==> config.mk <==
export PLATFORM = sky130hd
export DESIGN_NAME = inst_fetch
export DESIGN_NICKNAME = d
export VERILOG_FILES = /design/src/rtl/fetch_pkg.sv /design/src/rtl/bimodal_predictor.sv /design/src/rtl/fetch_ctrl.sv /design/src/rtl/inst_fetch.sv /design/src/rtl/jal_predecode.sv /design/src/rtl/sync_queue.sv
export SDC_FILE = /design/constraint.sdc
export NUM_CORES = 2
export LEC_CHECK = 0
export BUFFER_PORTS_ARGS = -buffer_cell sky130_fd_sc_hd__buf_4
export CORE_MARGIN = 2
export CORE_UTILIZATION = 35
export DETAILED_ROUTE_END_ITERATION = 8
export GPL_TIMING_DRIVEN = 0
export PLACE_DENSITY_LB_ADDON = 0.15
export SLEW_MARGIN = 20
export SYNTH_ARGS = -nofsm -noshare
export SYNTH_HDL_FRONTEND = slang
export SYNTH_HIERARCHICAL = 1
export SYNTH_SLANG_ARGS = --single-unit
==> constraint.sdc <==
create_clock -name clk -period 10.8 [get_ports clk]
set_input_delay 2.16 -clock clk [delete_from_list [all_inputs] [get_ports clk]]
set_output_delay 2.16 -clock clk [all_outputs]
set_load 0.03 [all_outputs]
==> src/rtl/fetch_pkg.sv <==
package fetch_pkg;

    // datapath widths
    localparam int addr_w = 32;
    localparam int inst_w = 32;

    // instruction id, wraps around
    localparam int iid_w = 8;

    // default depth of the fetch queue
    localparam int queue_depth = 8;

    // bimodal predictor, 64 entries indexed by pc[7:2]
    localparam int pred_index_w = 6;

    // rv32 major opcode of jal
    localparam logic [6:0] opcode_jal = 7'b1101111;

    // one fetched instruction as it sits in the queue
    typedef struct packed {
        logic [addr_w-1:0] addr;
        logic [inst_w-1:0] inst;
        logic [iid_w-1:0]  inst_id;
    } fetch_entry_t;

endpackage

==> src/rtl/bimodal_predictor.sv <==
`timescale 1ns/1ps

module bimodal_predictor (
    input  logic                        clk,
    input  logic                        rst,

    // lookup with the current pc
    input  logic [fetch_pkg::addr_w-1:0] pc,
    output logic [fetch_pkg::addr_w-1:0] next_pc,

    // training from the backend
    input  logic                        update_valid,
    input  logic [fetch_pkg::addr_w-1:0] update_pc,
    input  logic                        update_taken,
    input  logic [fetch_pkg::addr_w-1:0] update_target
);

    localparam int entries = 1 << fetch_pkg::pred_index_w;

    logic [1:0]                   counter [entries];
    logic [fetch_pkg::addr_w-1:0] target  [entries];

    logic [fetch_pkg::pred_index_w-1:0] rd_idx;
    logic [fetch_pkg::pred_index_w-1:0] wr_idx;
    logic                               taken;

    // word aligned, so the two low pc bits are skipped
    assign rd_idx = pc[fetch_pkg::pred_index_w+1:2];
    assign wr_idx = update_pc[fetch_pkg::pred_index_w+1:2];

    // upper counter bit set means 2 or 3
    assign taken   = counter[rd_idx][1];
    assign next_pc = taken ? target[rd_idx] : pc + fetch_pkg::addr_w'(4);

    // saturating two-bit counters, start weakly not-taken
    always_ff @(posedge clk) begin
        if (rst) begin
            for (int i = 0; i < entries; i++) begin
                counter[i] <= 2'b01;
            end
        end else if (update_valid) begin
            if (update_taken && counter[wr_idx] != 2'b11) begin
                counter[wr_idx] <= counter[wr_idx] + 2'd1;
            end else if (!update_taken && counter[wr_idx] != 2'b00) begin
                counter[wr_idx] <= counter[wr_idx] - 2'd1;
            end
        end
    end

    // target is only read once a taken update has written it
    always_ff @(posedge clk) begin
        if (update_valid && update_taken) begin
            target[wr_idx] <= update_target;
        end
    end

endmodule

==> src/rtl/fetch_ctrl.sv <==
`timescale 1ns/1ps

module fetch_ctrl (
    input  logic                         clk,
    input  logic                         rst,

    // instruction memory request
    output logic                         memreq_valid,
    input  logic                         memreq_ready,
    output logic [fetch_pkg::addr_w-1:0] memreq_addr,

    // instruction memory response, one cycle after the request
    input  logic                         memresp_valid,
    input  logic [fetch_pkg::addr_w-1:0] memresp_addr,
    input  logic [fetch_pkg::inst_w-1:0] memresp_inst,

    // backend redirect
    input  logic                         redirect_valid,
    input  logic [fetch_pkg::addr_w-1:0] redirect_pc,

    // predictor lookup
    output logic [fetch_pkg::addr_w-1:0] pred_pc,
    input  logic [fetch_pkg::addr_w-1:0] pred_next_pc,

    // predecode of the returned word
    input  logic                         jal_is,
    input  logic [fetch_pkg::addr_w-1:0] jal_target,

    // queue side
    input  logic                         space_for_two,
    output logic                         buf_flush,
    output logic                         buf_wvalid,
    output fetch_pkg::fetch_entry_t      buf_wdata
);

    logic [fetch_pkg::addr_w-1:0] pc;
    logic [fetch_pkg::iid_w-1:0]  next_id;

    logic                         run;
    logic                         outstanding;
    logic                         stale;
    logic [fetch_pkg::addr_w-1:0] req_addr;

    logic                         req_fire;
    logic                         resp_ok;
    logic                         jal_follow;

    // one idle cycle after reset before the first request
    assign memreq_valid = run && space_for_two;
    assign memreq_addr  = pc;
    assign pred_pc      = pc;
    assign req_fire     = memreq_valid && memreq_ready;

    // only the response to the live request counts
    assign resp_ok = memresp_valid && outstanding && !stale &&
                     memresp_addr == req_addr;

    assign buf_flush  = redirect_valid;
    assign buf_wvalid = resp_ok && !redirect_valid;
    assign jal_follow = buf_wvalid && jal_is;

    assign buf_wdata.addr    = memresp_addr;
    assign buf_wdata.inst    = memresp_inst;
    assign buf_wdata.inst_id = next_id;

    always_ff @(posedge clk) begin
        if (rst) begin
            pc          <= '0;
            next_id     <= '0;
            run         <= 1'b0;
            outstanding <= 1'b0;
            stale       <= 1'b0;
        end else begin
            run <= 1'b1;

            // ids keep counting across redirects
            if (buf_wvalid) begin
                next_id <= next_id + 1'b1;
            end

            if (redirect_valid) begin
                // whatever is in flight is thrown away
                pc          <= redirect_pc;
                outstanding <= 1'b0;
                stale       <= 1'b0;
            end else begin
                if (req_fire) begin
                    outstanding <= 1'b1;
                    // request issued behind a jal fetches the wrong path
                    stale       <= jal_follow;
                end else if (memresp_valid) begin
                    outstanding <= 1'b0;
                    stale       <= 1'b0;
                end

                if (jal_follow) begin
                    pc <= jal_target;
                end else if (req_fire) begin
                    pc <= pred_next_pc;
                end
            end
        end
    end

    // address of the request in flight
    always_ff @(posedge clk) begin
        if (req_fire) begin
            req_addr <= pc;
        end
    end

endmodule

==> src/rtl/inst_fetch.sv <==
`timescale 1ns/1ps

module inst_fetch (
    input  logic                         clk,
    input  logic                         rst,

    output logic                         memreq_valid,
    input  logic                         memreq_ready,
    output logic [fetch_pkg::addr_w-1:0] memreq_addr,

    input  logic                         memresp_valid,
    input  logic [fetch_pkg::addr_w-1:0] memresp_addr,
    input  logic [fetch_pkg::inst_w-1:0] memresp_inst,

    output logic                         iresp_valid,
    input  logic                         iresp_ready,
    output logic [fetch_pkg::addr_w-1:0] iresp_addr,
    output logic [fetch_pkg::inst_w-1:0] iresp_inst,
    output logic [fetch_pkg::iid_w-1:0]  iresp_inst_id,

    input  logic                         redirect_valid,
    input  logic [fetch_pkg::addr_w-1:0] redirect_pc,

    input  logic                         update_valid,
    input  logic [fetch_pkg::addr_w-1:0] update_pc,
    input  logic                         update_taken,
    input  logic [fetch_pkg::addr_w-1:0] update_target
);

    logic [fetch_pkg::addr_w-1:0] pred_pc;
    logic [fetch_pkg::addr_w-1:0] pred_next_pc;
    logic                         jal_is;
    logic [fetch_pkg::addr_w-1:0] jal_target;

    logic                         space_for_two;
    logic                         buf_flush;
    logic                         buf_wvalid;
    fetch_pkg::fetch_entry_t      buf_wdata;
    fetch_pkg::fetch_entry_t      buf_rdata;

    // queue head straight to the decode side
    assign iresp_addr    = buf_rdata.addr;
    assign iresp_inst    = buf_rdata.inst;
    assign iresp_inst_id = buf_rdata.inst_id;

    fetch_ctrl u_ctrl (
        .clk            (clk),
        .rst            (rst),
        .memreq_valid   (memreq_valid),
        .memreq_ready   (memreq_ready),
        .memreq_addr    (memreq_addr),
        .memresp_valid  (memresp_valid),
        .memresp_addr   (memresp_addr),
        .memresp_inst   (memresp_inst),
        .redirect_valid (redirect_valid),
        .redirect_pc    (redirect_pc),
        .pred_pc        (pred_pc),
        .pred_next_pc   (pred_next_pc),
        .jal_is         (jal_is),
        .jal_target     (jal_target),
        .space_for_two  (space_for_two),
        .buf_flush      (buf_flush),
        .buf_wvalid     (buf_wvalid),
        .buf_wdata      (buf_wdata)
    );

    jal_predecode u_predecode (
        .inst   (memresp_inst),
        .addr   (memresp_addr),
        .is_jal (jal_is),
        .target (jal_target)
    );

    bimodal_predictor u_pred (
        .clk           (clk),
        .rst           (rst),
        .pc            (pred_pc),
        .next_pc       (pred_next_pc),
        .update_valid  (update_valid),
        .update_pc     (update_pc),
        .update_taken  (update_taken),
        .update_target (update_target)
    );

    sync_queue #(
        .depth     (fetch_pkg::queue_depth),
        .payload_t (fetch_pkg::fetch_entry_t)
    ) u_queue (
        .clk           (clk),
        .rst           (rst),
        .flush         (buf_flush),
        .wvalid        (buf_wvalid),
        .wdata         (buf_wdata),
        .space_for_two (space_for_two),
        .rvalid        (iresp_valid),
        .rready        (iresp_ready),
        .rdata         (buf_rdata)
    );

endmodule

==> src/rtl/jal_predecode.sv <==
`timescale 1ns/1ps

module jal_predecode (
    input  logic [fetch_pkg::inst_w-1:0] inst,
    input  logic [fetch_pkg::addr_w-1:0] addr,
    output logic                         is_jal,
    output logic [fetch_pkg::addr_w-1:0] target
);

    logic [6:0]                   opcode;
    logic [20:0]                  imm_j;
    logic [fetch_pkg::addr_w-1:0] imm_sext;

    assign opcode = inst[6:0];
    assign is_jal = opcode == fetch_pkg::opcode_jal;

    // j-type immediate, scrambled in the encoding, lsb always zero
    assign imm_j = {
        inst[31],
        inst[19:12],
        inst[20],
        inst[30:21],
        1'b0
    };

    assign imm_sext = {{(fetch_pkg::addr_w - 21){imm_j[20]}}, imm_j};

    // pc relative to the jal itself
    assign target = addr + imm_sext;

endmodule

==> src/rtl/sync_queue.sv <==
`timescale 1ns/1ps

module sync_queue #(
    parameter int  depth     = fetch_pkg::queue_depth,
    parameter type payload_t = fetch_pkg::fetch_entry_t
) (
    input  logic     clk,
    input  logic     rst,
    input  logic     flush,

    input  logic     wvalid,
    input  payload_t wdata,
    output logic     space_for_two,

    output logic     rvalid,
    input  logic     rready,
    output payload_t rdata
);

    localparam int ptr_w = (depth > 1) ? $clog2(depth) : 1;
    localparam int cnt_w = $clog2(depth + 1);

    payload_t mem [depth];

    logic [ptr_w-1:0] wptr;
    logic [ptr_w-1:0] rptr;
    logic [cnt_w-1:0] count;
    logic             full;
    logic             do_write;
    logic             do_read;

    // pointer advance with wrap, depth need not be a power of two
    function automatic logic [ptr_w-1:0] bump(input logic [ptr_w-1:0] p);
        if (p == ptr_w'(depth - 1)) begin
            return '0;
        end
        return p + 1'b1;
    endfunction

    assign full          = count == cnt_w'(depth);
    assign space_for_two = count <= cnt_w'(depth - 2);

    assign rvalid = count != '0;
    assign rdata  = mem[rptr];

    // a pop frees the slot for a write in the same cycle
    assign do_read  = rvalid && rready && !flush;
    assign do_write = wvalid && !flush && (!full || do_read);

    always_ff @(posedge clk) begin
        if (rst || flush) begin
            wptr  <= '0;
            rptr  <= '0;
            count <= '0;
        end else begin
            if (do_write) begin
                wptr <= bump(wptr);
            end
            if (do_read) begin
                rptr <= bump(rptr);
            end
            case ({do_write, do_read})
                2'b10:   count <= count + 1'b1;
                2'b01:   count <= count - 1'b1;
                default: count <= count;
            endcase
        end
    end

    // storage
    always_ff @(posedge clk) begin
        if (do_write) begin
            mem[wptr] <= wdata;
        end
    end

endmodule

==> metrics.txt <==
Clock Root Buffer clkbuf_16; WL final 380 mm; Port-buffer cells 240; clock insertion delay at the later pin of the skew report between 900 and 1000 ps; post-route insts no fill 11.3k; die area 0.333 mm2; post-synthesis cell count 5,900; Area Overhead vs Synth 19.2%; DP HPWL approximately 260 mm; CP delay by family, top buffers and inverters; met3 WL between 20 and 30 mm; RSZ-0062 raised after global routing no; final hold vios 0; Critical R2R Launch u_ctrl/memreq_addr[3]; CTS H-Tree Depth 5; EDFF count, synth 2,784; pins over their slew limit 0; CTS hold repair buffers 0; Multi-input gate area 0.0283 mm2; Slew @ Worst Pin 1280 ps; met2 WL 177 mm; Placed Area 0.127 mm2; Lkg Pwr 42.7 nW; CP Launch Point u_ctrl/memreq_addr[3]; fraction of layout cells with a size suffix above 1 29.5%; Initial Util 35.1%; final setup margin 4180 ps; final period utilization 61.3%; max layer used met5; synthesized flop and latch total 2,840; row count 210; Max VDD drop between 100 and 150 uV; # IOs 274; power density cells between 150 and 200 mW/mm2; Tot Pwr 0.0250 W; die width 577 um; Post-Syn Area 0.115 mm2; final instance area approximately 0.14 mm2; Worst EP required 11,640 ps; pin count of the biggest net entering global routing 65; initial antenna violation count 29; Hold Crit Class reg2reg; GPL Wtd Cong 0.853; global-route wire length before repair 519 mm; Post-synth ARST share 0%; Max-cap violations 0; slew margin rel. 14.0%; CP peak stage delay between 900 and 1000 ps; Max Freq 151 MHz; Cell Chain, Critical Path buf_4 -> buf_2 -> buf_2 -> buf_2 -> buf_2 -> buf_1 -> mux4_2 -> o21ai_0 -> o31ai_1 -> o32ai_1 -> o21ai_0 -> nand2_1 -> mux2i_1 -> a221o_1; fillers 29.0k; Reg area 0.0847 mm2; Critical Path Most Common Cell buf_2; drt pass-1 iters 5; CP bufs+invs 6; Reg2Reg Depth 14; Max Fanout on Critical Path 10; Top FF cell, synth edfxtp_1; core area 0.327 mm2; DRC violations left 0; Setup WS pre-CTS 3750 ps; CP endpoint kind register; Critical Path AT 7470 ps; Setup violations, final 0; critical path class reg2reg; grt ovf 0; Sink Count 2,840; worst-case clock skew 50.7 ps; routed vias/inst 5.66; antenna violation net count after detailed routing 0; CTS tree done; Met1 Wirelength ~160 mm; Unique masters post-synth 91; clock tree buffer depth 4; Synthesized Nets a little over 6k; status completed; CP Launch Type register; Slowest-stage cell, CP o31ai_1; GRT Total Usage around 22%; Die H a little under 600 um; 1st-iter DRT viols 7,669; DR vias 63.7k; Warnings, synthesis 6; wire per inst 33.7 um; Stages on worst setup path 14; placed cell count 10.7k; hold path cells 2; number of global-route vias before repair approximately 63k; clock period minus worst slack 6620 ps; clk slew on worst S/H paths 60 ps; TritonCTS Buffers 316; sequential area share after synthesis 73.7%; number of post-CTS setup repair buffers 0; number of nets in the layout 6,862; Post-CTS Resized 0; Hold Startpoint u_ctrl/outstanding; Avg Inst Size Synth between 15 and 20 um2
through the flow:
| step | hold WS [ps] | setup TNS [ps] | util [%] |
|---|---|---|---|
| 3_5_place_dp | 465 | 0 | 38.7 |
| 3_3_place_gp | 457 | -1667410 | 37.4 |
| 5_1_grt | 508 | 0 | 41.9 |
| 2_1_floorplan | 446 | 0 | - |
| 4_1_cts | 476 | 0 | 41.9 |
| 6_report | 477 | 0 | 41.9 |
tightest hold or removal path, delay by kind of cell (launching register included):
family | cells | cell delay (ps)
compound gates | 1 | 60
flops | 1 | 310
simple gates | 1 | 60
registers in the layout, indices dropped and copies added, names as in the netlist, named ones only:
name and count:
u_queue/count 4, u_ctrl/run 1, u_ctrl/outstanding 1, u_queue/mem 576, u_queue/rptr 3, u_queue/wptr 3
u_ctrl/stale 1, u_pred/counter 128, u_ctrl/req_addr 32, u_ctrl/memreq_addr 32, u_ctrl/next_id 8, u_pred/target 2048
layout by cell type, fill, tap and decap left out, drive strengths merged, types with 68 or more instances in the layout:
cell type  synthesis  layout
buf              270     706
mux2              75      75
nand2            305     305
mux2i            292     292
o221ai           109     109
nor2             251     251
clkbuf           178     563
edfxtp          2784    2784
a21oi             91      91
o21bai            68      68
o22ai            114     114
mux4             608     608
clkinv             0     131
o21ai             78      78
power breakdown:
part / internal (W) / switching (W) / leakage (nW) / total, W
clock: 0.00632 / 0.00447 / 5.01 / 0.0108
sequential: 0.0121 / 0.0000402 / 25.6 / 0.0122
combinational: 0.000645 / 0.00133 / 12.1 / 0.00197
logic make-up after synthesis:
family	synth area share, %
simple gates	2.94
buf+inv	2.23
fa+ha+maj	0.448
mux	15.2
xor+xnor	0.693
compound gates	4.80
flops	73.7
layer usage:
metal  vias up  GRT usage (%)
li1      25800              -
met1     34700           32.0
met2      2683           35.7
met3       520           3.61
met4        22           6.12
met5         -              0
cell usage after synthesis (38+ instances only):
cell	number	share of area (%)
clkbuf_1	178	0.58
xor2_1	53	0.40
dfxtp_1	56	0.98
a21boi_2	60	0.59
mux4_2	608	12
buf_4	143	0.93
ha_1	38	0.41
a21oi_1	87	0.38
edfxtp_1	2784	73
o22ai_1	114	0.62
nand2_1	305	1.0
mux2i_1	292	2.5
o221ai_1	109	0.83
buf_2	71	0.31
mux2_2	74	0.72
o21bai_1	68	0.44
xnor2_1	38	0.29
nor2_1	251	0.82
nor3_1	52	0.23
o21ai_0	70	0.30
path summary, 6_finish.rpt:
| path | to | slack (ps) |
|---|---|---|
| worst min register to register | u_ctrl/outstanding | 480 |
| worst max register to register | u_ctrl/memreq_addr[8] | 4180 |
| worst min-delay path | u_ctrl/outstanding | 480 |
| worst max-delay path | u_ctrl/memreq_addr[8] | 4180 |
cell type report:
class | count | area share (%)
flip-flops and latches | 2840 | 61.9
multi-input cells | 2587 | 20.7
clock buffers | 385 | 6.05
repair buffers | 436 | 4.04
well taps | 4346 | 3.97
plain buffers | 448 | 1.84
clock inverters | 190 | 1.46
inverters | 25 | 0.0685
diodes | 9 | 0.0164
Power figures use the tool's default switching activity.
